`src/cpuPkg.sv`:
```
package cpuPkg;

    typedef logic [31:0] wordT;
    typedef logic [4:0]  regAddrT;

    typedef enum logic [3:0] {
        aluAdd,
        aluSub,
        aluAnd,
        aluOr,
        aluXor,
        aluSlt,
        aluSll,
        aluSrl,
        aluPassB
    } aluOpT;

    typedef enum logic [2:0] {
        immI,
        immS,
        immB,
        immU,
        immJ
    } immSrcT;

    typedef enum logic [1:0] {
        resAlu,
        resMem,
        resPcPlus4
    } resultSrcT;

    // Memory map.
    localparam wordT    resetPc   = 32'h0000_0000;
    localparam int      imemWords = 64;
    localparam int      dmemWords = 64;
    localparam wordT    ioAddr    = 32'h0000_0100;
    localparam regAddrT a0Index   = 5'd10;

    // addi x0, x0, 0
    localparam wordT nopInstr = 32'h0000_0013;

    localparam logic [6:0] opLoad   = 7'b0000011;
    localparam logic [6:0] opStore  = 7'b0100011;
    localparam logic [6:0] opOpImm  = 7'b0010011;
    localparam logic [6:0] opOp     = 7'b0110011;
    localparam logic [6:0] opLui    = 7'b0110111;
    localparam logic [6:0] opBranch = 7'b1100011;
    localparam logic [6:0] opJal    = 7'b1101111;
    localparam logic [6:0] opJalr   = 7'b1100111;

endpackage

```
`src/regFile.sv`:
```
`timescale 1ns/100ps

module regFile import cpuPkg::*;
(
    input  logic    clk,
    input  logic    rst,
    input  regAddrT rs1,
    input  regAddrT rs2,
    output wordT    rd1,
    output wordT    rd2,
    input  logic    we,
    input  regAddrT wa,
    input  wordT    wd,
    output wordT    a0
);

    wordT regs [32];
    logic writeHit;

    assign writeHit = we && (wa != '0);

    always_ff @(posedge clk)
    begin
        if (rst)
        begin
            for (int i = 0; i < 32; i++)
                regs[i] <= '0;
        end
        else if (writeHit)
        begin
            regs[wa] <= wd;
        end
    end

    // Same-cycle write is passed straight to the decode read.
    assign rd1 = (writeHit && (wa == rs1)) ? wd : regs[rs1];
    assign rd2 = (writeHit && (wa == rs2)) ? wd : regs[rs2];

    assign a0 = regs[a0Index];

endmodule

```
`config.mk`:
```
export PLATFORM = sky130hd
export DESIGN_NAME = regFile
export DESIGN_NICKNAME = d
export VERILOG_FILES = /design/src/cpuPkg.sv /design/src/regFile.sv
export SDC_FILE = /design/constraint.sdc
export NUM_CORES = 2
export LEC_CHECK = 0
export BUFFER_PORTS_ARGS = -buffer_cell sky130_fd_sc_hd__buf_2
export CORE_MARGIN = 2
export CORE_UTILIZATION = 40
export CTS_CLUSTER_DIAMETER = 100
export CTS_CLUSTER_SIZE = 16
export DETAILED_ROUTE_END_ITERATION = 7
export PLACE_DENSITY = 0.51
export SETUP_SLACK_MARGIN = 0.1
export SYNTH_ARGS = -nofsm -noshare
export SYNTH_HDL_FRONTEND = slang
export SYNTH_SLANG_ARGS = --single-unit
```
`constraint.sdc`:
```
create_clock -name clk -period 8.3 [get_ports clk]
set_input_delay 0.83 -clock clk [delete_from_list [all_inputs] [get_ports clk]]
set_output_delay 0.83 -clock clk [all_outputs]
set_load 0.01 [all_outputs]
```
==> impl_metrics.py <==
metrics = {
    "routing": {
        "drc_errors": 0,
        "drt_iter0_drc": 5227,
        "wire_per_inst_um": 38.2,
        "num_vias": 34300,
        "drt_wl_total_um": 201000,
        "antenna_left": 0,
        "dr.pass1.iters": 6,
        "via_per_inst": 6.53,
    },
    "timing": {
        "rsz0062_at_grt": "false",
        "max_freq_mhz": 206,
        "slew_viol_final": 0,
        "min_period_over_period_pct": 58.6,
        "final-setup-viol-count": 0,
        "worst_slew_pin_slew_ns": 1.15,
        "setup_tns_ns": 0,
        "min_period_ns": 4.86,
        "hold_viol": 0,
        "relSlewSlack_pct": 23.3,
    },
    "final_layout": {
        "syn_to_final_growth_pct": 7.15,
        "layout_commonest_cell": "edfxtp_1",
        "final_area_um2": 58400,
        "nFillCells": 11900,
        "final_cell_mix": "1,024 x edfxtp_1, 992 x and2_1, 416 x mux4_2, 248 x o22ai_1, 140 x buf_2",
        "nets": 3509,
        "regMostFlops": "regs",
        "layout-drive-gt1-share_pct": 23.7,
        "largest_reg_flops": 1024,
        "reg_top3": "regs (1024)",
    },
    "global_routing": {
        "grt_overflow": 0,
        "antenna_found_initial": 28,
        "grt_pass1_wl_um": 278000,
        "grt_pass1_vias": 34500,
        "grtUsageTotal_pct": 28.6,
        "grt_max_degree": 109,
    },
    "power_and_ir_drop": {
        "p_per_area_nw_per_um2": 189,
        "power_mw": 11.0,
        "max-vdd-ir-drop_uv": 131,
        "leakage_nw": 19.6,
    },
    "placement": {
        "placed_cell_area_um2": 56400,
        "portBuffers": 145,
        "dp_hpwl_um": 112000,
        "gp_congestion": 0.812,
    },
    "floorplan": {
        "start_util_pct": 40.3,
        "die_area_um2": 139000,
        "die_w_um": 373,
        "core_um2": 135000,
        "rows": 135,
        "die_height_um": 373,
        "ios": 146,
    },
    "synthesis": {
        "synth_seq_cells": 1024,
        "yosysTopAreaCell": "edfxtp_1",
        "synth.top_cell.area_share_pct": 56.4,
        "yosys_most_used_dff": "edfxtp_1",
        "ys_seq_area_share_pct": 56.4,
        "syn-instance-count": 3494,
        "synth.area.top_cells": "edfxtp_1 56%, mux4_2 17%, and2_1 11%",
        "yosysUniqueCellTypes": 42,
        "synth_edf_count": 1024,
        "async_flop_share_pct": 0,
        "yosysWarningCount": 0,
        "syn_avg_cell_area_um2": 15.6,
        "syn-cell-area_um2": 54500,
    },
    "critical_path": {
        "startpoint": "rs1[1]",
        "crit_fanout": 83,
        "endpoint": "rd1[30]",
        "worst-endpoint-arrival_ns": 4.03,
        "crit_type": "input port to output pin",
        "critPathRequiredTime_ns": 7.47,
        "endpoint_kind": "output pin",
        "critPathLaunchType": "input port",
    },
    "clocking": {
        "cts_hold_buf": 0,
        "cts.clk_slew.worst_paths_ns": 0.07,
        "h-tree-depth": 3,
        "cts_max_path_buffers": 3,
        "root_buffer": "clkbuf_16",
        "cts_tree": "done",
        "cts_setup_buffers": 0,
        "cts.sinks": 1024,
        "ctsResizeCount": 0,
        "cts_buffers": 74,
    },
    "hold_path": {
        "hold_class": "input port to flip-flop",
    },
    "flow_run": {
        "maxCapViolations": 0,
    },
    "status": {
        "status": "finished clean",
    },
}
-- cell usage after synthesis, types with 3 or more instances --
cell,count
edfxtp_1,1024
and2_1,992
mux4_2,416
o22ai_1,248
clkbuf_1,220
buf_2,97
mux4_1,92
nand2_1,69
or4_1,63
o21ai_1,62
buf_6,39
nor2_1,31
or2_2,24
buf_12,23
nand3b_1,12
mux2i_1,11
nand3_1,9
or2_1,7
nor2_4,6
xnor2_1,6
buf_1,5
nor2b_1,5
nor4_1,4
or3b_1,4
xor2_1,4
or3_1,3
-- per-layer routing --
layer,wire [um],track usage [%],part of all wire (%),vias to the layer above
li1,-,-,-,13500
met1,77800,38.8,39,18200
met2,95200,45.2,47,2268
met3,21100,6.22,10,384
met4,6670,10.3,3.3,6
met5,224,0.995,0.11,-
-- through the flow --
step	hold WS (ns)	instances	utilization (%)	setup slack (ns)
after floorplan	1.03	3525	-	5.10
after global placement	1.31	5164	41.7	3.39
after detailed placement	1.32	5164	41.7	3.38
after CTS	0.728	5247	43.1	3.35
after global routing	0.790	5251	43.1	3.31
final	0.775	5260	43.1	3.44
-- critical path, stage by stage --
cell	delay [ns]
buf_8	0.50
buf_12	0.44
xor2_1	0.17
nor4_2	0.61
buf_4	0.42
nand4b_1	0.17
nor3b_1	0.45
buf_2	0.23
-- worst min path at each step --
| stage | depth (start not counted) | startpoint | endpoint | slack (ns) |
|---|---|---|---|---|
| floorplan | 1 | wd[31] | regs[1][31] | 1.03 |
| global placement | 1 | regs[10][31] | a0[31] | 1.31 |
| detailed placement | 1 | regs[10][31] | a0[31] | 1.32 |
| CTS | 2 | wd[15] | regs[9][15] | 0.73 |
| global route | 2 | wd[16] | regs[17][16] | 0.79 |
| finish | 2 | wd[25] | regs[12][25] | 0.78 |
-- power by group --
group	total (mW)	internal, mW	switching [mW]
Sequential	6.12	5.97	0.152
Clock	3.48	1.62	1.85
Combinational	1.43	0.583	0.845
-- cells by family after synthesis --
family,count (synthesis),share of synthesized area [%]
XOR/XNOR,10,0.161
AO/OA/AOI/OAI,317,3.53
flip-flops,1024,56.4
AND/OR/NAND/NOR,1236,14.0
other,1,0.00688
multiplexers,519,21.8
buffers and inverters,387,4.14
-- area by class of cell --
| cell class | count | area [um^2] | share of cell area [%] |
|---|---|---|---|
| flip-flops and latches | 1024 | 30700 | 52.6 |
| multi-input cells | 2114 | 21900 | 37.4 |
| well taps | 1781 | 2230 | 3.81 |
| clock buffers | 75 | 1880 | 3.21 |
| repair buffers | 245 | 1590 | 2.73 |
| clock inverters | 8 | 87.6 | 0.150 |
| diodes | 13 | 32.5 | 0.0557 |
(Power assumes the default switching activity.)
