--- src/cpuPkg.sv ---
package cpuPkg;

    typedef logic [31:0] wordT;
    typedef logic [4:0]  regAddrT;

    typedef enum logic [3:0] {
        aluAdd,
        aluSub,
        aluAnd,
        aluOr,
        aluXor,
        aluSlt,
        aluSll,
        aluSrl,
        aluPassB
    } aluOpT;

    typedef enum logic [2:0] {
        immI,
        immS,
        immB,
        immU,
        immJ
    } immSrcT;

    typedef enum logic [1:0] {
        resAlu,
        resMem,
        resPcPlus4
    } resultSrcT;

    // Memory map.
    localparam wordT    resetPc   = 32'h0000_0000;
    localparam int      imemWords = 64;
    localparam int      dmemWords = 64;
    localparam wordT    ioAddr    = 32'h0000_0100;
    localparam regAddrT a0Index   = 5'd10;

    // addi x0, x0, 0
    localparam wordT nopInstr = 32'h0000_0013;

    localparam logic [6:0] opLoad   = 7'b0000011;
    localparam logic [6:0] opStore  = 7'b0100011;
    localparam logic [6:0] opOpImm  = 7'b0010011;
    localparam logic [6:0] opOp     = 7'b0110011;
    localparam logic [6:0] opLui    = 7'b0110111;
    localparam logic [6:0] opBranch = 7'b1100011;
    localparam logic [6:0] opJal    = 7'b1101111;
    localparam logic [6:0] opJalr   = 7'b1100111;

endpackage

--- src/alu.sv ---
`timescale 1ns/100ps

module alu import cpuPkg::*;
(
    input  wordT  a,
    input  wordT  b,
    input  aluOpT op,
    output wordT  y,
    output logic  zero,
    output logic  lessThan
);

    // Signed compare serves slt, blt and bge.
    assign lessThan = $signed(a) < $signed(b);

    always_comb
    begin
        case (op)
            aluAdd:   y = a + b;
            aluSub:   y = a - b;
            aluAnd:   y = a & b;
            aluOr:    y = a | b;
            aluXor:   y = a ^ b;
            aluSlt:   y = {31'b0, lessThan};
            aluSll:   y = a << b[4:0];
            aluSrl:   y = a >> b[4:0];
            aluPassB: y = b;
            default:  y = '0;
        endcase
    end

    assign zero = (y == '0);

endmodule

--- config.mk ---
export PLATFORM = sky130hd
export DESIGN_NAME = alu
export DESIGN_NICKNAME = d
export VERILOG_FILES = /design/src/cpuPkg.sv /design/src/alu.sv
export SDC_FILE = /design/constraint.sdc
export NUM_CORES = 1
export LEC_CHECK = 0
export ABC_AREA = 1
export BUFFER_PORTS_ARGS = -buffer_cell sky130_fd_sc_hd__buf_2
export CORE_ASPECT_RATIO = 1.5
export CORE_UTILIZATION = 35
export DETAILED_ROUTE_END_ITERATION = 12
export PLACE_DENSITY = 0.63
export SYNTH_ARGS = -nofsm -noshare
export SYNTH_HDL_FRONTEND = slang
export SYNTH_SLANG_ARGS = --single-unit
--- constraint.sdc ---
create_clock -name vclk -period 2.27
set_input_delay 0.1135 -clock vclk [all_inputs]
set_output_delay 0.1135 -clock vclk [all_outputs]
set_load 0.01 [all_outputs]
==> impl_summary.md <==
Outcome
The run finished, with violations left. The checks that failed: setup timing.

Global route
Across every metal layer, demand over resource in global routing totals 39.2%. The number of antenna violations at the first check in global routing is 1. The largest net degree at the start of global routing is 65. The first global-routing pass estimated 88,200 µm of wire. The number of global-route vias before repair is 15,437. After global routing the overflow that remains totals 0.

Drt
The first-pass iteration count of the detailed router is 5. Once detail routing completed, the nets flagged for antenna violations numbered 0. For this run, design rule violations remaining after detail routing come to 0. Dividing the detail-routed wire length by the instance count gives 20.0 µm. The detailed router finished its first iteration with 1,425 violations. For this block, the routed nets add up to 61,600 µm of wire. The total number of vias is 16,521. The number of vias per cell is 5.36.

Job
Across the run, the number of max-cap violations was 0.

Critical path
The endpoint type of the worst setup path is an output pin. The critical path is of the in2out type. The kind of cell adding the most delay to the critical path is simple AND/OR/NAND/NOR gates. The worst-path cell with the longest stage delay is nor4_2. The most numerous cell type found on the critical path is nor2_2. Traced cell by cell, the critical path runs through buf_2 -> inv_1 -> ha_4 -> buf_6 -> nor2_2 -> nand2_2 -> nand3_2 -> buf_6 -> buf_4 -> nand2_1 -> a21oi_1 -> nor4_2 -> nand2_1 -> nor2_2 -> nand2_2 -> nor2_4 -> nand2_4 -> nor2_2 -> buf_2. The startpoint kind of the worst setup timing path is a primary input.

On the worst path, the slowest cell contributes a delay of 370 ps. At the worst endpoint, the arrival time is 2480 ps. The required time of the critical path is 2160 ps. The maximum fanout count along the critical path is 5. The number of buffers and inverters on the critical path is 6.

Floorplan
The die covers 30,000 µm². After floorplanning, the core was divided into 76 placement rows. The effective utilization at floorplan is 35.6%. The die height is 212 µm. In this run the horizontal extent of the chip is 142 µm.

The core area is 28,800 µm². The number of I/O pins is 102.

Timing
In this run the tightest slew margin relative to its limit is 56.1%. Of the available clock period, the critical path in the final layout requires 114%. After layout, the worst setup slack is -325 ps. The number of pins exceeding their max-slew limit in the final report is 0. The transition time at the pin with the least slew margin is 654 ps. The minimum period implied by the final worst setup slack is 2600 ps. The peak clock frequency supported by timing is 385 MHz. Setup repair after global routing could not meet its margin everywhere. The final number of hold-violating endpoints was 0. Setup violations remaining at the end of the flow were counted as 2.

Synth
Averaged over all synthesized cells, the footprint is 4.84 µm². Yosys mapped the design onto 44 distinct sky130hd cell types. The synthesized cell area is 10,300 µm². The synthesized instance count is 2,121. The sequential area share after synthesis is 0%. The number of nets in the synthesized netlist is 2,288. During synthesis, Yosys emitted a total of 0 warnings.

Layout
In the finished design the tool counted flip-flops and latches totalling 0. Relative to the synthesized area, the layout overhead comes to 63.5%. The number of antenna diodes in the final layout is 0. The ratio of cells with drive above 1 in the final layout is 38.5%. The final net count is 2,862.

The final-layout fill cell count is 3,018. After routing the design area is 16,800 µm². The area taken by flip-flops and latches is 0 µm².

In the finished layout, the clock tree contains a buffer count of 0.

Place
Routability-driven placement finished with a final weighted congestion of 1.07. The worst-case setup slack after placement is -879 ps. Summed over all nets, the half-perimeter wirelength after detailed placement is 51,200 µm.

Input and output buffers added on the ports amount to 102. Summing all placed instances gives a cell area of 15,000 µm².

Power
The overall power consumption is 0.00425 W. For this design the static power due to leakage is 9.37 nW. The power density of the placed cells is 254 nW/µm². The maximum VDD drop is 131 µV.

Worst hold path
The classification of the worst-slack hold path is in2out.
[synth_stat cells, types with 2 or more instances]
cell	n	share of area (%)
a21oi_1	62	3.0
and3_1	7	0.43
o22ai_1	13	0.79
clkbuf_2	4	0.20
and2_1	16	0.98
a211oi_1	3	0.22
buf_4	9	0.66
o211ai_2	5	0.61
nand4_1	21	1.3
or2_2	2	0.12
nand3_1	421	21
ha_1	97	12
o211ai_1	22	1.6
clkbuf_1	12	0.44
inv_2	10	0.37
o21ai_1	5	0.24
a31oi_1	3	0.18
nor2_1	219	8.0
inv_1	316	12
o21a_1	3	0.22
fa_1	2	0.39
o21ai_0	44	2.1
o21bai_1	6	0.44
buf_6	11	1.2
nor3_2	2	0.20
nand2_2	24	1.5
nor3_1	26	1.3
o221ai_1	2	0.17
nand3_2	5	0.49
nor2_2	6	0.37
nor4_1	2	0.12
nand2_1	666	24
buf_2	53	2.6
o2111ai_1	5	0.43
buf_1	8	0.29
[report_power, final]
part / internal [W] / total, W / switching (W)
combinational: 0.00182 / 0.00425 / 0.00244
sequential: 0 / 0 / 0
clock: 0 / 0 / 0
[placed cells by master (no fill, tap or decap), drive strengths merged]
master | Yosys | routed
nand2 | 691 | 691
o21a | 3 | 3
nand3b | 1 | 1
or2 | 3 | 3
and2 | 16 | 16
xnor2 | 1 | 1
o2111ai | 5 | 5
fa | 2 | 2
o21ai | 49 | 49
mux2i | 1 | 1
a21oi | 62 | 62
o211ai | 27 | 27
xor2 | 1 | 1
a211oi | 3 | 3
nand4 | 21 | 21
nor4 | 2 | 2
clkbuf | 16 | 3
ha | 97 | 97
o22ai | 13 | 13
o221ai | 2 | 2
nor3 | 28 | 28
nor2 | 225 | 225
buf | 81 | 666
a31oi | 3 | 3
o211a | 1 | 1
o21bai | 6 | 6
and3 | 7 | 7
a22oi | 1 | 1
inv | 327 | 327
nand3 | 426 | 426
[stage by stage]
| step | TNS (ps) | hold WS (ps) | std cells | utilization, % |
|---|---|---|---|---|
| global route | -1100 | 975 | 3083 | 58.2 |
| CTS | -337 | 947 | 3058 | 54.4 |
| detailed placement | -5730 | 972 | 3045 | 52.1 |
| global placement | -5710 | 963 | 3045 | 52.1 |
| finish | -385 | 959 | 3083 | 58.2 |
| floorplan | 0 | 421 | 2121 | - |
[cells by family (layout without fill, tap and decap cells)]
kind of cell,count (synthesis),after routing,synth area share [%]
xor gates and xnor gates,2,2,0.171
muxes,1,1,0.0976
adders and majority gates,99,99,12.2
AOI/OAI and AO/OA,175,175,10.3
and+or+nand+nor,1420,1420,59.9
buffers and inverters,424,996,17.4
[path summary, 6_finish.rpt]
check | startpoint | endpoint | slack (ps) | depth (start not counted)
worst min-delay path | op[1] | y[0] | 960 | 7
worst max-delay path | a[2] | zero | -330 | 19
[area by class of cell]
class / count / area (µm²) / area share, %
inverter: 327 / 1260 / 7.51
multi-input combinational: 1697 / 9890 / 59.0
tap: 390 / 488 / 2.91
timing repair buffer: 669 / 5130 / 30.6
[repair_timing]
| action | CTS | global route |
|---|---|---|
| setup endpoints to repair | 28 | 32 |
| gates resized for setup | 134 | 281 |
| gates cloned | 0 | 2 |
| pin swaps | 23 | 86 |
| setup buffers | 13 | 23 |
| hold buffers | 0 | 0 |
[metal layers]
layer  routed length (µm)  share of wire [%]  global-route usage (%)  up-vias
li1                     -                  -                       -     7934
met1                23900                 39                    46.7     7614
met2                28900                 47                    67.4      735
met3                 3890                6.3                    2.76      236
met4                 4900                8.0                    25.5        2
met5                    8              0.013                       0        -
No activity file was read; power rests on OpenSTA's default activity.
