### config.mk
export PLATFORM = sky130hd
export DESIGN_NAME = decoder
export DESIGN_NICKNAME = d
export VERILOG_FILES = /design/src/cpuPkg.sv /design/src/decoder.sv
export SDC_FILE = /design/constraint.sdc
export NUM_CORES = 1
export LEC_CHECK = 0
export BUFFER_PORTS_ARGS = -buffer_cell sky130_fd_sc_hd__buf_2
export CORE_MARGIN = 8
export CORE_UTILIZATION = 37
export DETAILED_ROUTE_END_ITERATION = 10
export MAX_ROUTING_LAYER = met4
export PLACE_DENSITY = 0.9
export RECOVER_POWER = 100
export SLEW_MARGIN = 20
export SYNTH_ARGS = -nofsm -noshare
export SYNTH_HDL_FRONTEND = slang
export SYNTH_SLANG_ARGS = --single-unit
### constraint.sdc
create_clock -name vclk -period 2.6
set_input_delay 0.39 -clock vclk [all_inputs]
set_output_delay 0.39 -clock vclk [all_outputs]
set_load 0.02 [all_outputs]
### src/cpuPkg.sv
package cpuPkg;

    typedef logic [31:0] wordT;
    typedef logic [4:0]  regAddrT;

    typedef enum logic [3:0] {
        aluAdd,
        aluSub,
        aluAnd,
        aluOr,
        aluXor,
        aluSlt,
        aluSll,
        aluSrl,
        aluPassB
    } aluOpT;

    typedef enum logic [2:0] {
        immI,
        immS,
        immB,
        immU,
        immJ
    } immSrcT;

    typedef enum logic [1:0] {
        resAlu,
        resMem,
        resPcPlus4
    } resultSrcT;

    // Memory map.
    localparam wordT    resetPc   = 32'h0000_0000;
    localparam int      imemWords = 64;
    localparam int      dmemWords = 64;
    localparam wordT    ioAddr    = 32'h0000_0100;
    localparam regAddrT a0Index   = 5'd10;

    // addi x0, x0, 0
    localparam wordT nopInstr = 32'h0000_0013;

    localparam logic [6:0] opLoad   = 7'b0000011;
    localparam logic [6:0] opStore  = 7'b0100011;
    localparam logic [6:0] opOpImm  = 7'b0010011;
    localparam logic [6:0] opOp     = 7'b0110011;
    localparam logic [6:0] opLui    = 7'b0110111;
    localparam logic [6:0] opBranch = 7'b1100011;
    localparam logic [6:0] opJal    = 7'b1101111;
    localparam logic [6:0] opJalr   = 7'b1100111;

endpackage

### src/decoder.sv
`timescale 1ns/100ps

module decoder import cpuPkg::*;
(
    input  wordT       instr,
    output regAddrT    rs1,
    output regAddrT    rs2,
    output regAddrT    rd,
    output logic       regWrite,
    output logic       memWrite,
    output logic       aluSrc,
    output logic       branch,
    output logic       jump,
    output logic       jalr,
    output aluOpT      aluOp,
    output resultSrcT  resultSrc,
    output logic [2:0] funct3,
    output wordT       immExt
);

    logic [6:0] opcode;
    logic       subtract;
    aluOpT      arithOp;
    immSrcT     immSrc;

    assign opcode   = instr[6:0];
    assign funct3   = instr[14:12];
    assign rs1      = instr[19:15];
    assign rs2      = instr[24:20];
    assign rd       = instr[11:7];
    // Only register-register forms carry sub in funct7.
    assign subtract = (opcode == opOp) && instr[30];

    always_comb
    begin
        case (funct3)
            3'b000:  arithOp = subtract ? aluSub : aluAdd;
            3'b001:  arithOp = aluSll;
            3'b010:  arithOp = aluSlt;
            3'b100:  arithOp = aluXor;
            3'b101:  arithOp = aluSrl;
            3'b110:  arithOp = aluOr;
            3'b111:  arithOp = aluAnd;
            default: arithOp = aluAdd;
        endcase
    end

    always_comb
    begin
        regWrite  = 1'b0;
        memWrite  = 1'b0;
        aluSrc    = 1'b0;
        branch    = 1'b0;
        jump      = 1'b0;
        jalr      = 1'b0;
        aluOp     = aluAdd;
        resultSrc = resAlu;
        immSrc    = immI;
        case (opcode)
            opLoad:
            begin
                regWrite  = 1'b1;
                aluSrc    = 1'b1;
                resultSrc = resMem;
            end
            opStore:
            begin
                memWrite = 1'b1;
                aluSrc   = 1'b1;
                immSrc   = immS;
            end
            opOp:
            begin
                regWrite = 1'b1;
                aluOp    = arithOp;
            end
            opOpImm:
            begin
                regWrite = 1'b1;
                aluSrc   = 1'b1;
                aluOp    = arithOp;
            end
            opLui:
            begin
                regWrite = 1'b1;
                aluSrc   = 1'b1;
                aluOp    = aluPassB;
                immSrc   = immU;
            end
            opBranch:
            begin
                branch = 1'b1;
                aluOp  = aluSub;
                immSrc = immB;
            end
            opJal:
            begin
                regWrite  = 1'b1;
                jump      = 1'b1;
                resultSrc = resPcPlus4;
                immSrc    = immJ;
            end
            opJalr:
            begin
                regWrite  = 1'b1;
                jump      = 1'b1;
                jalr      = 1'b1;
                aluSrc    = 1'b1;
                resultSrc = resPcPlus4;
            end
            default:
            begin
                // Unknown opcode stays a nop.
                regWrite = 1'b0;
            end
        endcase
    end

    always_comb
    begin
        case (immSrc)
            immS:    immExt = {{20{instr[31]}}, instr[31:25], instr[11:7]};
            immB:    immExt = {{19{instr[31]}}, instr[31], instr[7], instr[30:25],
                               instr[11:8], 1'b0};
            immU:    immExt = {instr[31:12], 12'b0};
            immJ:    immExt = {{11{instr[31]}}, instr[31], instr[19:12], instr[20],
                               instr[30:21], 1'b0};
            default: immExt = {{20{instr[31]}}, instr[31:20]};
        endcase
    end

endmodule

==> impl_metrics.toml <==
[drt]
ant_nets = 0
vias_per_cell = 5.05
dr_total_vias = 1026
drt_iter0_drc = 38
drc = 0
wirelength_um = 3240
wire_per_inst_um = 16.0
first_pass_iters = 4

[die]
die_area_sq_um = 3780
start_util_pct = 39.0
std_cell_rows = 16
fp.dieW_um = 61.5
die_y_um = 61.5
core_area_sq_um = 1960
io_pins = 94

[hold_path]
min_path_type = "input pin to output port"
hold_end = "rd[1]"
worstHoldStart = "instr[8]"
whs_path_depth = 2

[critical_path]
cpMaxStageDelayCell = "and2_1"
arrival_ns = 1.97
worstPathMaxFanout = 18
critPathCaptureType = "output port"
cp.required_ns = 2.21
worst-path-buf-inv = 2
cp_slowest_stage_delay_ns = 0.50
cp_cell_sequence = "clkbuf_1 > and4b_1 > and2_1 > a21o_1 > clkbuf_1"
worstSetupPathType = "input pin to output port"
cpLargestDelayFamily = "simple AND/OR/NAND/NOR gates"
start_kind = "input pin"
crit_top_cell = "clkbuf_1"

[place]
placed_cells = 203
dp_hpwl_um = 2700
gp_congestion = 0.768
portBuffers = 94

[clocking]
cts_hold_buf = 0
cts_setup_buffers = 0
cts_resized = 0

[power]
internal_power_uw = 65.2
leakage_nw = 0.509
p_switching_uw = 127
swShare_pct = 66.2
ir_worst_vdd_v = 0.000118
combPwrFrac_pct = 100.0
clkPwrFrac_pct = 0
p_seq_share_pct = 0
power_density_nw_per_um2 = 187

[layout]
final_cell_mix = "clkbuf_1, buf_2, a21o_1"
final_common_cell = "clkbuf_1"
seq_cell_count = 0
final_layout_size_suffix_gt1_share_pct = 27.8
antenna_cells = 0
clockBufferCount = 0
ff_latch_area_sq_um = 0
stdcell_count = 203
finalNetCount = 210
syn_to_final_growth_pct = 34.6

[logic_synthesis]
syn_inst = 107
synth_nets = 139
yosysWarnings = 0
ys_seq_area_share_pct = 0
synth.avg_cell_area_sq_um = 7.16
ys_types = 36
syn_area_sq_um = 766

[global_route]
grtUsageTotal_pct = 14.2
first_global_vias = 934
overflow = 0
grt_max_degree = 19
grtUsageMet3_pct = 0.835
grt-busiest-layer = "met2"
grt_pass1_wl_um = 4240
met2_usage_pct = 26.7
grtUsageMet1_pct = 16.9
antenna_found_initial = 0

[timing]
drv_slew = 0
worst_pin_slew_ns = 0.566
setup_tns_ns = 0
timing.slew.headroom_pct = 62.3
fin_hold_ws_ns = 1.04
rsz0062_at_grt = "false"
setup_viol = 0
fin_crit_sh_pct = 90.8
fmax_mhz = 423
finalHoldViolCount = 0
period_minus_slack_ns = 2.36

[outcome]
status = "complete, no violations"

[flow_run]
drv_cap = 0
-- logic make-up (layout without fill, tap and decap cells) --
group / Yosys count / after routing / share of synthesized area [%]
buffers and inverters: 32 / 101 / 25.8
AO/OA/AOI/OAI: 28 / 28 / 28.3
multiplexers: 10 / 10 / 14.4
XOR/XNOR: 1 / 1 / 1.14
AND/OR/NAND/NOR: 36 / 36 / 30.4
-- stage by stage --
stage | total power, mW | setup WS, ns | area (sq um) | util, %
floorplan | 0.139 | 0.492 | 766 | -
global placement | 0.200 | 0.385 | 1110 | 56.4
detailed placement | 0.203 | 0.343 | 1110 | 56.4
CTS | 0.204 | 0.339 | 1110 | 56.4
global route | 0.207 | 0.132 | 1030 | 52.6
finish | 0.193 | 0.239 | 1030 | 52.6
-- worst max path at each step --
stage / start / endpoint / slack, ns / cells past startpoint
floorplan: instr[3] / immExt[12] / 0.49 / 4
detailed placement: instr[6] / immExt[18] / 0.34 / 5
CTS: instr[6] / immExt[18] / 0.34 / 5
global route: instr[5] / immExt[26] / 0.13 / 5
finish: instr[5] / immExt[28] / 0.24 / 5
global placement: instr[6] / immExt[17] / 0.38 / 5
-- power groups by stage --
stage	Combinational, mW	Clock, mW	Sequential, mW
floorplan	0.139	0	0
global placement	0.200	0	0
detailed placement	0.203	0	0
CTS	0.204	0	0
global route	0.207	0	0
finish	0.193	0	0
-- metal layers --
| layer | vias up | share of wire (%) |
|---|---|---|
| met5 | - | 0 |
| met4 | 0 | 0 |
| met3 | 0 | 8.3 |
| met2 | 53 | 52 |
| met1 | 459 | 39 |
| li1 | 514 | - |
-- synthesized netlist by cell type (all sizes together), types with 3 or more instances --
cell    instances  area, sq um
nor2b           8         50.1
mux2            8         90.1
nor2            6         22.5
a22o            4         35.0
a21o           11         82.6
inv             5         18.8
buf            22          158
a21oi           6         41.3
and4b           3         30.0
clkbuf          5         21.3
-- cell type report --
class / count / area [sq um]
fillers: 237 / 931
multi-input cells: 75 / 568
repair buffers: 96 / 410
well taps: 27 / 33.8
inverters: 5 / 18.8
(Power assumes the default switching activity.)
