**src/cpuPkg.sv**
```systemverilog
package cpuPkg;

    typedef logic [31:0] wordT;
    typedef logic [4:0]  regAddrT;

    typedef enum logic [3:0] {
        aluAdd,
        aluSub,
        aluAnd,
        aluOr,
        aluXor,
        aluSlt,
        aluSll,
        aluSrl,
        aluPassB
    } aluOpT;

    typedef enum logic [2:0] {
        immI,
        immS,
        immB,
        immU,
        immJ
    } immSrcT;

    typedef enum logic [1:0] {
        resAlu,
        resMem,
        resPcPlus4
    } resultSrcT;

    // Memory map.
    localparam wordT    resetPc   = 32'h0000_0000;
    localparam int      imemWords = 64;
    localparam int      dmemWords = 64;
    localparam wordT    ioAddr    = 32'h0000_0100;
    localparam regAddrT a0Index   = 5'd10;

    // addi x0, x0, 0
    localparam wordT nopInstr = 32'h0000_0013;

    localparam logic [6:0] opLoad   = 7'b0000011;
    localparam logic [6:0] opStore  = 7'b0100011;
    localparam logic [6:0] opOpImm  = 7'b0010011;
    localparam logic [6:0] opOp     = 7'b0110011;
    localparam logic [6:0] opLui    = 7'b0110111;
    localparam logic [6:0] opBranch = 7'b1100011;
    localparam logic [6:0] opJal    = 7'b1101111;
    localparam logic [6:0] opJalr   = 7'b1100111;

endpackage

```
**src/executeStage.sv**
```systemverilog
`timescale 1ns/100ps

module executeStage import cpuPkg::*;
(
    input  logic       clk,
    input  logic       rst,
    input  wordT       pcD,
    input  wordT       pcPlus4D,
    input  logic       regWriteD,
    input  logic       memWriteD,
    input  logic       aluSrcD,
    input  aluOpT      aluOpD,
    input  resultSrcT  resultSrcD,
    input  logic       branchD,
    input  logic       jumpD,
    input  logic       jalrD,
    input  logic [2:0] funct3D,
    input  wordT       immExtD,
    input  wordT       rd1D,
    input  wordT       rd2D,
    input  regAddrT    rdD,
    output wordT       srcA,
    output wordT       srcB,
    output aluOpT      aluOp,
    input  wordT       aluResult,
    input  logic       zero,
    input  logic       lessThan,
    output wordT       memAddr,
    output wordT       memWData,
    output logic       memWe,
    input  wordT       readData,
    output logic       weE,
    output regAddrT    rdE,
    output wordT       result,
    output logic       redirect,
    output wordT       targetPc
);

    logic       regWriteE;
    logic       memWriteE;
    logic       branchE;
    logic       jumpE;
    logic       jalrE;
    logic       aluSrcE;
    resultSrcT  resultSrcE;
    logic [2:0] funct3E;
    wordT       pcE;
    wordT       pcPlus4E;
    wordT       immExtE;
    wordT       rd1E;
    wordT       rd2E;
    logic       taken;

    // Decode/execute register. Control is cleared to a bubble on flush.
    always_ff @(posedge clk)
    begin
        if (rst || redirect)
        begin
            regWriteE <= 1'b0;
            memWriteE <= 1'b0;
            branchE   <= 1'b0;
            jumpE     <= 1'b0;
            jalrE     <= 1'b0;
        end
        else
        begin
            regWriteE <= regWriteD;
            memWriteE <= memWriteD;
            branchE   <= branchD;
            jumpE     <= jumpD;
            jalrE     <= jalrD;
        end
        aluSrcE    <= aluSrcD;
        aluOp      <= aluOpD;
        resultSrcE <= resultSrcD;
        funct3E    <= funct3D;
        pcE        <= pcD;
        pcPlus4E   <= pcPlus4D;
        immExtE    <= immExtD;
        rd1E       <= rd1D;
        rd2E       <= rd2D;
        rdE        <= rdD;
    end

    assign srcA = rd1E;
    assign srcB = aluSrcE ? immExtE : rd2E;

    assign memAddr  = aluResult;
    assign memWData = rd2E;
    assign memWe    = memWriteE;

    always_comb
    begin
        case (funct3E)
            3'b000:  taken = zero;
            3'b001:  taken = !zero;
            3'b100:  taken = lessThan;
            3'b101:  taken = !lessThan;
            default: taken = 1'b0;
        endcase
    end

    assign redirect = jumpE || (branchE && taken);
    // jalr target comes from the ALU sum with bit 0 cleared.
    assign targetPc = jalrE ? {aluResult[31:1], 1'b0} : pcE + immExtE;

    assign weE = regWriteE;

    always_comb
    begin
        case (resultSrcE)
            resMem:     result = readData;
            resPcPlus4: result = pcPlus4E;
            default:    result = aluResult;
        endcase
    end

endmodule

```
**config.mk**
```make
export PLATFORM = sky130hd
export DESIGN_NAME = executeStage
export DESIGN_NICKNAME = d
export VERILOG_FILES = /design/src/cpuPkg.sv /design/src/executeStage.sv
export SDC_FILE = /design/constraint.sdc
export NUM_CORES = 1
export LEC_CHECK = 0
export ABC_AREA = 1
export BUFFER_PORTS_ARGS = -buffer_cell sky130_fd_sc_hd__clkbuf_2
export CAP_MARGIN = 0
export CORE_AREA = 5 5 172 174
export CTS_BUF_LIST = sky130_fd_sc_hd__clkbuf_16
export CTS_CLUSTER_DIAMETER = 100
export DETAILED_ROUTE_END_ITERATION = 16
export DIE_AREA = 0 0 177 179
export RECOVER_POWER = 25
export SYNTH_ARGS = -nofsm -noshare
export SYNTH_HDL_FRONTEND = slang
export SYNTH_SLANG_ARGS = --single-unit
```
**constraint.sdc**
```tcl
create_clock -name clk -period 2 [get_ports clk]
set_input_delay 0.3 -clock clk [delete_from_list [all_inputs] [get_ports clk]]
set_output_delay 0.3 -clock clk [all_outputs]
set_load 0.02 [all_outputs]
```
==> results.cfg <==
[logic_synthesis]
synth_seq_cells = 180
synth_top_flop_cell = dfxtp_1
synth_edf_count = 0
synth_top_area_share_pct = 46.8
synth_area_leaders = dfxtp_1, nand2_1, inv_1
avgSynthCellArea_um2 = 7.77
ys_warn_count = 0
ys_seq_area_share_pct = 46.8
synth_common_cells = nand2_1, dfxtp_1, inv_1, a21oi_1, nor2_1
yosysUniqueCellTypes = 30
yosysMostFrequentCell = nand2_1
yosys.area.top_type = dfxtp_1
synthArstFlopShare_pct = 0
syn_nets = 1274
netlist_instances = 992
synth_area_um2 = 7710

[cts]
cts.clk_slew.worst_paths_ns = 0.07
clock-sinks = 180
cts_root_buffer = clkbuf_16
htree_levels = 4
cts_buffer_depth = 2
cts_made_buffers = 17
clk_latency_ns = 0.44
cts_tree = built

[route]
wl_um = 37400
drc = 0
ant_nets = 0
vias = 9228
wl_per_cell_um = 18.1
via_per_inst = 4.46
drt-pass1-iter-count = 5
drtIter0Drc = 422

[critical_path]
crit_path_cell_trace = ha_4, buf_4, buf_6, nand3_4, nand3_4, nand2_2, nand2_2, nand2_2, nand2_4, nand2_2, nand2_1, nand2_1, nand3_1, nand2_1, clkbuf_8
arrival_ns = 2.30
slowest_delay_ns = 0.33
cpMostUsedCell = nand2_2
slowest_stage = dfxtp_1
reg2regPathDepth = 6
crit_cells = 15
crit_family = simple AND/OR/NAND/NOR gates
cp_num_buf_inv = 3
crit_type = flip-flop to primary output
cp-end-kind = primary output
start_kind = flip-flop
crit_path_max_fanout = 4
critPathRequiredTime_ns = 1.70

[placement]
dp_hpwl_um = 25300
gp_congestion = 0.851
placed_cell_area_um2 = 10700
numPortBuffers = 451

[min_path]
whs_path_depth = 1
hp-class = input port to flip-flop

[timing]
skew_ns = 0.00566
final-max-slew-violation-count = 0
fmax_mhz = 384
min_period_ns = 2.60
worst_slack_ns = -0.602
finalSetupViolCount = 63
finalCritPeriodShare_pct = 130
final.setup.tns_ns = -18.97
grt_setup_unrepaired = yes
timing.slew.headroom_pct = 70.9
hold_viol_final = 0
worstMarginPinSlew_ns = 0.437

[flow_run]
maxCapViolCount = 0

[grt]
grt_max_degree = 34
grt-ovfl-total = 0
grt_pass1_wl_um = 53500
grt_pass1_vias = 9960
antenna_found_initial = 1
grt_use_total_pct = 22.0

[pwr]
seqPwrFrac_pct = 35.0
clockPowerShare_pct = 30.4
p_leak_uw = 0.00767
pwr_density_cell_nw_per_um2 = 726
power_frac_comb_pct = 34.6
p_int_uw = 7290
p_sw_share_pct = 34.6
vdd_drop_max_mv = 0.413
power.switching_uw = 3870

[cells_and_area]
layout-drive-gt1-share_pct = 54.0
area_growth_pct = 99.4
nets = 1958
fin_area_um2 = 15400

[die]
num_rows = 61
io_pins = 452
start_util_pct = 27.9
fp.coreArea_um2 = 27600
die_x_um = 177
die_h_um = 179
die_area_um2 = 31700

[run_status]
violations = setup timing
status = finished, violations left
==> metal layers <==
metal	up-vias	wire, µm	track usage [%]
met3	64	2840	5.69
met4	0	1260	9.09
met2	450	19100	40.9
met1	4260	14200	23.8
met5	-	0	0
li1	4454	-	-
==> sequential cells by signal, summed over array words and instances (netlist names), 2 cells and up <==
signal	count
pcPlus4E	32
srcA	32
funct3E	3
pcE	32
aluOp	4
resultSrcE	2
rdE	5
memWData	32
immExtE	32
==> power groups by stage <==
stage / Clock [µW] / Combinational [µW] / Sequential, µW
after global placement: 0 / 2530 / 3940
after CTS: 3500 / 3560 / 3910
after detailed placement: 0 / 2540 / 3950
after floorplan: 0 / 1330 / 4020
final: 3390 / 3860 / 3910
after global routing: 3620 / 4110 / 3930
==> metrics by stage <==
stage | setup slack [ns] | cells | power, µW | hold slack [ns] | utilization [%]
6_report | -0.602 | 2067 | 11200 | 0.0543 | 55.6
5_1_grt | -0.697 | 2067 | 11700 | 0.0343 | 55.6
4_1_cts | -0.541 | 2059 | 11000 | 0.0199 | 53.5
3_5_place_dp | -0.277 | 1834 | 6490 | 0.404 | 38.7
3_3_place_gp | -0.279 | 1834 | 6470 | 0.402 | 38.7
2_1_floorplan | 0.0223 | 992 | 5360 | 0.328 | -
==> final cells by class <==
cell class	instances	area, µm²
tap	378	473
fill	2343	12300
multi-input combinational	619	4730
clock buffer	17	425
antenna	1	2.50
timing repair buffer	721	5380
clock inverter	14	156
inverter	137	537
sequential	180	3660
==> cell families after synthesis <==
logic type                 after synthesis  share of synthesized area [%]
AOI/OAI and AO/OA                      115                           7.94
muxes                                   32                           4.68
DFF                                    180                           46.8
buffers and inverters                  193                           11.0
adders and majority gates               34                           5.62
and+or+nand+nor                        429                           22.9
xor gates and xnor gates                 9                           1.02
==> path summary, 6_finish.rpt <==
check	start	endpoint	slack, ns
max	pcE[0]	targetPc[23]	-0.60
min	immExtD[0]	immExtE[0]	0.05
min reg2reg	jumpE	branchE	0.69
max reg2reg	funct3E[2]	memWe	0.69
==> repair_timing <==
| action | in CTS | in global routing |
|---|---|---|
| setup endpoints to repair | 63 | 63 |
| hold endpoints to repair | 173 | 0 |
| pin swaps | 40 | 47 |
| hold buffers | 173 | 0 |
| gates cloned | 10 | 0 |
| resized for setup | 352 | 190 |
| buffers inserted | 13 | 13 |
==> layout by cell type (no fill, tap or decap), types with 11 or more instances in the layout <==
master,synthesis,routed
clkbuf_2,0,386
nand2_1,285,219
dlygate4sd3_1,0,173
dfxtp_1,180,142
inv_1,136,122
buf_4,32,94
nand2_2,12,55
a21oi_2,0,50
nor2_1,67,37
dfxtp_2,0,33
mux2_2,30,30
nand3_1,45,29
ha_4,0,29
nor2_4,0,23
clkbuf_8,0,22
nand2_4,0,21
buf_6,0,21
a21oi_1,79,20
clkbuf_16,0,17
nand3_2,4,11
buf_12,0,11
Power figures use the tool's default switching activity.
