===== src/programInput.hex =====
// One instruction word per line, starting at address 0.
// Polls ioin, round-trips it through RAM and sets a0 from a subroutine.
10002283 // 00: lw   x5, 256(x0)
00502023 // 04: sw   x5, 0(x0)
00002303 // 08: lw   x6, 0(x0)
00c000ef // 0c: jal  x1, 0x18
00038533 // 10: add  x10, x7, x0
fedff06f // 14: jal  x0, 0x00
00034a63 // 18: blt  x6, x0, 0x2c
00131393 // 1c: slli x7, x6, 1
006383b3 // 20: add  x7, x7, x6
00738393 // 24: addi x7, x7, 7
00008067 // 28: jalr x0, 0(x1)
0ff34393 // 2c: xori x7, x6, 0xff
00008067 // 30: jalr x0, 0(x1)
00000013 // 34: nop
00000013 // 38: nop
00000013 // 3c: nop


===== src/cpuPkg.sv =====
package cpuPkg;

    typedef logic [31:0] wordT;
    typedef logic [4:0]  regAddrT;

    typedef enum logic [3:0] {
        aluAdd,
        aluSub,
        aluAnd,
        aluOr,
        aluXor,
        aluSlt,
        aluSll,
        aluSrl,
        aluPassB
    } aluOpT;

    typedef enum logic [2:0] {
        immI,
        immS,
        immB,
        immU,
        immJ
    } immSrcT;

    typedef enum logic [1:0] {
        resAlu,
        resMem,
        resPcPlus4
    } resultSrcT;

    // Memory map.
    localparam wordT    resetPc   = 32'h0000_0000;
    localparam int      imemWords = 64;
    localparam int      dmemWords = 64;
    localparam wordT    ioAddr    = 32'h0000_0100;
    localparam regAddrT a0Index   = 5'd10;

    // addi x0, x0, 0
    localparam wordT nopInstr = 32'h0000_0013;

    localparam logic [6:0] opLoad   = 7'b0000011;
    localparam logic [6:0] opStore  = 7'b0100011;
    localparam logic [6:0] opOpImm  = 7'b0010011;
    localparam logic [6:0] opOp     = 7'b0110011;
    localparam logic [6:0] opLui    = 7'b0110111;
    localparam logic [6:0] opBranch = 7'b1100011;
    localparam logic [6:0] opJal    = 7'b1101111;
    localparam logic [6:0] opJalr   = 7'b1100111;

endpackage


===== src/fetchUnit.sv =====
`timescale 1ns/100ps

module fetchUnit import cpuPkg::*;
(
    input  logic clk,
    input  logic rst,
    input  logic redirect,
    input  wordT targetPc,
    output wordT instrD,
    output wordT pcD,
    output wordT pcPlus4D
);

    wordT pcF;
    wordT pcPlus4F;
    wordT instrF;

    wordT rom [imemWords];

    initial
    begin
        $readmemh("/design/src/programInput.hex", rom);
    end

    // Word index with the byte offset dropped.
    assign instrF   = rom[pcF[$clog2(imemWords)+1:2]];
    assign pcPlus4F = pcF + 32'd4;

    always_ff @(posedge clk)
    begin
        if (rst)
            pcF <= resetPc;
        else if (redirect)
            pcF <= targetPc;
        else
            pcF <= pcPlus4F;
    end

    // Fetch/decode register. A bubble replaces the wrong-path fetch.
    always_ff @(posedge clk)
    begin
        if (rst || redirect)
        begin
            instrD <= nopInstr;
        end
        else
        begin
            instrD <= instrF;
        end
        pcD      <= pcF;
        pcPlus4D <= pcPlus4F;
    end

endmodule


===== config.mk =====
export PLATFORM = sky130hd
export DESIGN_NAME = fetchUnit
export DESIGN_NICKNAME = d
export VERILOG_FILES = /design/src/cpuPkg.sv /design/src/fetchUnit.sv
export SDC_FILE = /design/constraint.sdc
export NUM_CORES = 1
export LEC_CHECK = 0
export BUFFER_PORTS_ARGS = -buffer_cell sky130_fd_sc_hd__buf_2
export CAP_MARGIN = 20
export CORE_ASPECT_RATIO = 1.2
export CORE_MARGIN = 5
export CORE_UTILIZATION = 52
export DETAILED_ROUTE_END_ITERATION = 10
export HOLD_SLACK_MARGIN = 0.06
export MAX_ROUTING_LAYER = met4
export PLACE_DENSITY = 0.84
export SKIP_CTS_REPAIR_TIMING = 1
export SYNTH_ARGS = -nofsm -noshare
export SYNTH_HDL_FRONTEND = slang
export SYNTH_SLANG_ARGS = --single-unit

===== constraint.sdc =====
create_clock -name clk -period 3.8 [get_ports clk]
set_input_delay 1.14 -clock clk [delete_from_list [all_inputs] [get_ports clk]]
set_output_delay 1.14 -clock clk [all_outputs]
set_load 0.01 [all_outputs]

==> results of run 1 <==
## power by group
part           total, mW  switching [mW]  internal (mW)  leakage (nW)
sequential          1.10          0.0432           1.05         0.781
clock              0.757           0.319          0.437         0.115
combinational      0.184           0.105         0.0788         0.990
total               2.04           0.468           1.57          1.89
## logic make-up after synthesis
family / synth area share (%)
and+or+nand+nor: 16.48
DFF: 55.83
buffers and inverters: 9.874
AOI/OAI and AO/OA: 11.66
xor gates and xnor gates: 4.677
muxes: 0.8909
other: 0.2228
adders and majority gates: 0.3711
## how the worst max path moves through the flow
stage                          to  slack [ps]  depth (start not counted)
2_1_floorplan   pcF[4]$_SDFF_PP0_        1750                          5
3_3_place_gp   pcF[17]$_SDFF_PP0_        1330                          4
3_5_place_dp   pcF[17]$_SDFF_PP0_        1240                          4
4_1_cts        pcF[23]$_SDFF_PP0_        1430                          4
5_1_grt        pcF[23]$_SDFF_PP0_        1220                          4
6_report       pcF[23]$_SDFF_PP0_        1430                          4
## flip-flops by register name, indices dropped and copies added, names as in the netlist
name      flops
pcF          32
pcPlus4D     32
pcD          30
## layer usage
| layer | track usage, % | share of wire, % | vias to the layer above |
|---|---|---|---|
| li1 | - | - | 1267 |
| met1 | 21.39 | 41 | 1239 |
| met2 | 30.74 | 50 | 122 |
| met3 | 4.979 | 7.4 | 11 |
| met4 | 9.530 | 1.8 | 0 |
| met5 | - | 0 | - |
## layout by cell type (no fill, tap or decap), types with 2 or more instances in the layout
master	instances
o21a_1	17
mux2i_1	3
o311a_1	2
a21oi_1	4
o31ai_1	3
nand2b_1	5
bufinv_16	3
nor3_1	5
inv_1	7
or4_1	4
nor2_1	17
o211a_1	4
nor4_1	6
xnor2_1	11
dfxtp_1	94
nand3_1	11
clkbuf_1	3
nand4_1	9
a311oi_1	8
buf_2	98
and4_1	7
nand4_2	2
conb_1	32
or2_2	3
a2111oi_0	2
o21ai_0	4
xor2_1	7
or3_1	4
nand2_1	25
clkbuf_8	9
and3_1	2
## through the flow
stage	hold slack [ps]	instance area (um2)
floorplan	330.1	3483
global placement	337.1	3781
detailed placement	347.6	3781
CTS	359.4	4011
global route	362.5	4011
finish	355.5	4011
## cell type report
| cell class | count | share of cell area [%] |
|---|---|---|
| multi-input cells | 207 | 31.63 |
| clock inverters | 4 | 2.371 |
| inverters | 7 | 0.6550 |
| repair buffers | 99 | 12.41 |
| well taps | 85 | 2.651 |
| clock buffers | 12 | 3.369 |
| flip-flops and latches | 94 | 46.91 |
==> out/metrics.yaml, run 1 <==
hold_path:
  hold_class: "reg -> reg"
  min_to: "pcPlus4D[1]$_DFF_P_"
  hold_depth: 0
  min_from: "pcF[1]$_SDFFE_PP0P_"
worst_setup_path:
  cp-startpoint: "pcF[11]$_SDFF_PP0_"
  r2r-end: "pcF[23]$_SDFF_PP0_"
  timing.critical_path.mode_cell: "or4_1"
  reg2reg_slack_ps: 1430
  path_max_fanout: 17
  r2r_cells: 4
  worst_setup_path_end_kind: "flop"
  critPathTopFamily: "simple AND/OR/NAND/NOR gates"
  path_class: "reg -> reg"
  crit_buf_inv: 0
  worstPathCellList: "nand4_1, or4_1, or4_1, a311oi_1"
  slowest_delay_ps: 770
  slowest_stage: "or4_1"
  worstPathArrival_ps: 2610
  critPathLaunchType: "flop"
  regToRegStartpoint: "pcF[11]$_SDFF_PP0_"
  cp.required_ps: 4040
route:
  route.detailed.drc: 0
  drt_wl_total_um: 7435
  vias: 2639
  postRouteAntennaNets: 0
  drt_first_pass_iters: 4
  wl_per_cell_um: 14.64
  drt_iter0_drc: 178
  vias_per_cell: 5.195
clock_tree:
  cts_sinks: 94
  clock_latency_ps: 340
  htree_levels: 3
  cts_root_buf: "clkbuf_8"
  numCtsBuffers: 9
  cts_tree: "yes"
  clockBufferDepth: 2
  clkTransAtPathRegs_ps: 80
global_route:
  grt_pass1_wl_um: 12090
  grt.total_usage_pct: 18.87
  grt_max_degree: 34
  gr-total-overflow: 0
  grt_pass1_vias: 2553
  antenna_found_initial: 0
sta:
  setup_violations: 0
  worst_pin_slew_ps: 1047
  setup_tns_ps: 0
  hold_viol_final: 0
  min_period_ps: 2366
  fin_crit_sh_pct: 62.28
  setup_ws_ps: 1434
  slew_headroom_pct: 29.58
  fin_skew_ps: 8.176
  rsz0062_at_grt: "false"
  clock.fmax_mhz: 422.6
  drv_slew: 0
finish:
  antenna_cells: 0
  final_util_pct: 63.01
  layoutNonFillerInstCount: 508
  finalNetCount: 454
  multiInputGateArea_um2: 1269
  fillCellCount: 532
  regArea_um2: 1882
  syn2layout_area_growth_pct: 19.01
  drive_gt1_share_pct: 27.90
placed_design:
  dpl.cell_count: 492
  dp_hpwl_um: 5275
  io_buffers: 98
  place_congestion: 0.8336
  preCtsSetupSlack_ps: 1239
synth:
  synth_area_leaders: "dfxtp_1, buf_4, o21a_1"
  yosys-top-cells-count: "dfxtp_1, buf_4, nand2_1"
  syn_area_per_cell_um2: 10.37
  netlist_area_um2: 3371
  ys_async_sr_fraction_pct: 0
  synth_warnings: 0
  synth_area_leader_cell: "dfxtp_1"
  synthCells: 325
  synth_most_common_cell: "dfxtp_1"
  synth-edff-count: 0
  synthFlopType: "dfxtp_1"
  yosysUniqueCellTypes: 41
  yosysTopAreaCellShare_pct: 55.83
  ys_seq_area_share_pct: 55.83
  ys_ff_latch: 94
power_and_ir_drop:
  leakagePower_nw: 1.886
  vdd_drop_max_mv: 0.3048
  p_total_mw: 2.038
  p_per_area_nw_per_um2: 508.1
floorplan:
  io-pin-count: 131
  initial_utilization_pct: 52.95
  dieWidth_um: 83.50
  rows: 32
  dieArea_um2: 8199
  fp.coreArea_um2: 6366
  die-height_um: 98.20
run:
  maxCapViolCount: 0
outcome:
  status: "finished clean"
(Power assumes the default switching activity.)
==> run 2, diff against run 1 <==
--- a/config.mk
+++ b/config.mk
@@ -9,11 +9,11 @@
 export CAP_MARGIN = 20
 export CORE_ASPECT_RATIO = 1.2
 export CORE_MARGIN = 5
-export CORE_UTILIZATION = 52
+export CORE_UTILIZATION = 43
 export DETAILED_ROUTE_END_ITERATION = 10
 export HOLD_SLACK_MARGIN = 0.06
 export MAX_ROUTING_LAYER = met4
-export PLACE_DENSITY = 0.84
+export PLACE_DENSITY = 0.75
 export SKIP_CTS_REPAIR_TIMING = 1
 export SYNTH_ARGS = -nofsm -noshare
 export SYNTH_HDL_FRONTEND = slang
==> constraint.sdc (replaced) <==
create_clock -name clk -period 2 [get_ports clk]
set_input_delay 0.6 -clock clk [delete_from_list [all_inputs] [get_ports clk]]
set_output_delay 0.6 -clock clk [all_outputs]
set_load 0.01 [all_outputs]
==> out/metrics.yaml, run 2 (same netlist as run 1, synthesis figures left out) <==
hold_path:
  hold_class: "reg -> reg"
finish:
  top_regs: "pcF (32), pcPlus4D (32), pcD (30)"
  most-common-layout-cells: "buf_2, dfxtp_1, conb_1"
  finalNetCount: 478  # +5.3%
  antenna_cells: 0  # unchanged
  finalInstanceArea_um2: 4193  # +4.5%
  layoutNonFillerInstCount: 539  # +6.1%
  drive_gt1_share_pct: 35.79  # +7.9 points
  syn2layout_area_growth_pct: 24.39
  final_common_cell: "buf_2"
floorplan:
  rows: 35  # +9.4%
  initial_utilization_pct: 43.98  # -9.0 points
  dieArea_um2: 9717  # +19%
  io-pin-count: 131  # unchanged
  dieWidth_um: 90.83  # +8.8%
  die-height_um: 107.0  # +9.0%
  fp.coreArea_um2: 7664  # +20%
global_route:
  grt_pass1_vias: 2477  # -3.0%
  grt_pass1_wl_um: 12120  # +0.29%
  gr-total-overflow: 0  # unchanged
  grt.total_usage_pct: 16.10  # -2.8 points
  grt_max_degree: 21  # -38%
  antenna_found_initial: 0  # unchanged
route:
  vias: 2660  # +0.80%
  drt_iter0_drc: 75  # -58%
  route.detailed.drc: 0  # unchanged
  drt_wl_total_um: 7821  # +5.2%
  postRouteAntennaNets: 0  # unchanged
  vias_per_cell: 4.935  # -5.0%
  drt_first_pass_iters: 5  # +1
  wl_per_cell_um: 14.51  # -0.86%
placed_design:
  place_congestion: 0.8082  # -3.0%
  io_buffers: 98  # unchanged
  dp_hpwl_um: 5882  # +12%
  placed_cell_area_um2: 3970  # +5.0%
  dpl.cell_count: 523  # +6.3%
worst_setup_path:
  regToRegStartpoint: "pcF[14]$_SDFF_PP0_"
  worst_setup_path_end_kind: "flop"
  timing.critical_path.mode_cell: "or4_4"
  reg2reg_slack_ps: 30  # -1410 ps
  path_class: "reg -> reg"
  slowest_stage: "or4_4"
  worst-path-stages: 5  # +1
  worstPathArrival_ps: 2240  # -370 ps
  critPathLaunchType: "flop"
  path_max_fanout: 17  # unchanged
  crit_buf_inv: 1  # +1
  cp.required_ps: 2270  # -1770 ps
  r2r-end: "pcF[27]$_SDFF_PP0_"
  worstPathCellList: "nand4_1, or4_4, buf_8, or4_4, a311oi_1"
  setup.worst_path.end: "pcF[27]$_SDFF_PP0_"
  r2r_cells: 5  # +1
  cp-startpoint: "pcF[14]$_SDFF_PP0_"
  critPathTopFamily: "simple AND/OR/NAND/NOR gates"
  slowest_delay_ps: 530  # -240 ps
sta:
  worst_pin_slew_ps: 520.3  # -526.4 ps
  drv_slew: 0  # unchanged
  fin_skew_ps: 10.50  # +2.320 ps
  rsz0062_at_grt: "true"
  hold_viol_final: 0  # unchanged
  slew_headroom_pct: 65.28  # +36 points
  clock.fmax_mhz: 506.5  # +20%
  whs_ps: 358.4  # +2.908 ps
  setup_violations: 0  # unchanged
  fin_crit_sh_pct: 98.72  # +36 points
  min_period_ps: 1974  # -392.2 ps
outcome:
  status: "finished clean"
clock_tree:
  cts_tree: "yes"
  cts_sinks: 94  # unchanged
  cts_root_buf: "clkbuf_8"
  htree_levels: 3  # unchanged
  clock_latency_ps: 360  # +20 ps
  clkTransAtPathRegs_ps: 90  # about the same
  clockBufferDepth: 2  # unchanged
  numCtsBuffers: 9  # unchanged
power_and_ir_drop:
  leakagePower_nw: 1.991  # +5.6%
  vdd_drop_max_mv: 0.5340  # +75%
  p_per_area_nw_per_um2: 857.7  # +69%
run:
  maxCapViolCount: 0  # unchanged
==> run 2: cell count changes in the layout (fill, tap and decap cells not counted), moves of 3 or more <==
cell       change
buf_4         +23
dfxtp_1       -10
dfxtp_2       +10
or4_1          -4
or4_4          +4
bufinv_16      -3
==> run 2: routing by layer <==
metal | wire, um | part of all wire (%) | track usage [%]
met1 | 3364 | 43 | 19.59
met2 | 3671 | 47 | 25.18
met3 | 672 | 8.6 | 4.281
met4 | 113 | 1.4 | 7.128
met5 | 0 | 0 | -
==> run 2: through the flow <==
step / util (%) / power (mW) / setup TNS, ps / worst slack, ps
2_1_floorplan: - / 2.360 / 0 / 46.79
3_3_place_gp: 51.80 / 2.500 / 0 / 29.11
3_5_place_dp: 51.80 / 2.511 / -250.8 / -113.0
4_1_cts: 54.09 / 3.617 / -360.8 / -151.1
5_1_grt: 54.71 / 3.766 / -64.18 / -33.60
6_report: 54.71 / 3.596 / 0 / 25.68
==> run 2: worst min path at each step <==
stage | from | cells after the start | end | slack [ps]
2_1_floorplan | pcF[0]$_SDFFE_PP0P_ | 0 | pcPlus4D[0]$_DFF_P_ | 330
3_3_place_gp | pcF[1]$_SDFFE_PP0P_ | 0 | pcPlus4D[1]$_DFF_P_ | 340
3_5_place_dp | pcF[1]$_SDFFE_PP0P_ | 0 | pcPlus4D[1]$_DFF_P_ | 350
4_1_cts | pcF[1]$_SDFFE_PP0P_ | 0 | pcPlus4D[1]$_DFF_P_ | 360
5_1_grt | pcF[1]$_SDFFE_PP0P_ | 0 | pcPlus4D[1]$_DFF_P_ | 370
6_report | pcF[1]$_SDFFE_PP0P_ | 0 | pcPlus4D[1]$_DFF_P_ | 360
==> run 2: worst reg2reg max path, cell delays in order, from the launching register on <==
cell and delay [ps]:
dfxtp_2 360, nand4_1 150, or4_4 530, buf_8 170
or4_4 430, a311oi_1 250
==> run 2: power breakdown <==
part / switching (mW) / internal, mW
combinational: 0.224 / 0.175
sequential: 0.0670 / 2.01
clock: 0.639 / 0.486
==> run 2: area by class of cell <==
class	count	area, um2
Clock inverter	5	33.78
Timing Repair Buffer	123	685.7
Fill cell	673	3471
Inverter	7	26.28
Clock buffer	11	141.4
Sequential cell	94	1894
Tap cell	92	115.1
Multi-Input combinational cell	207	1296
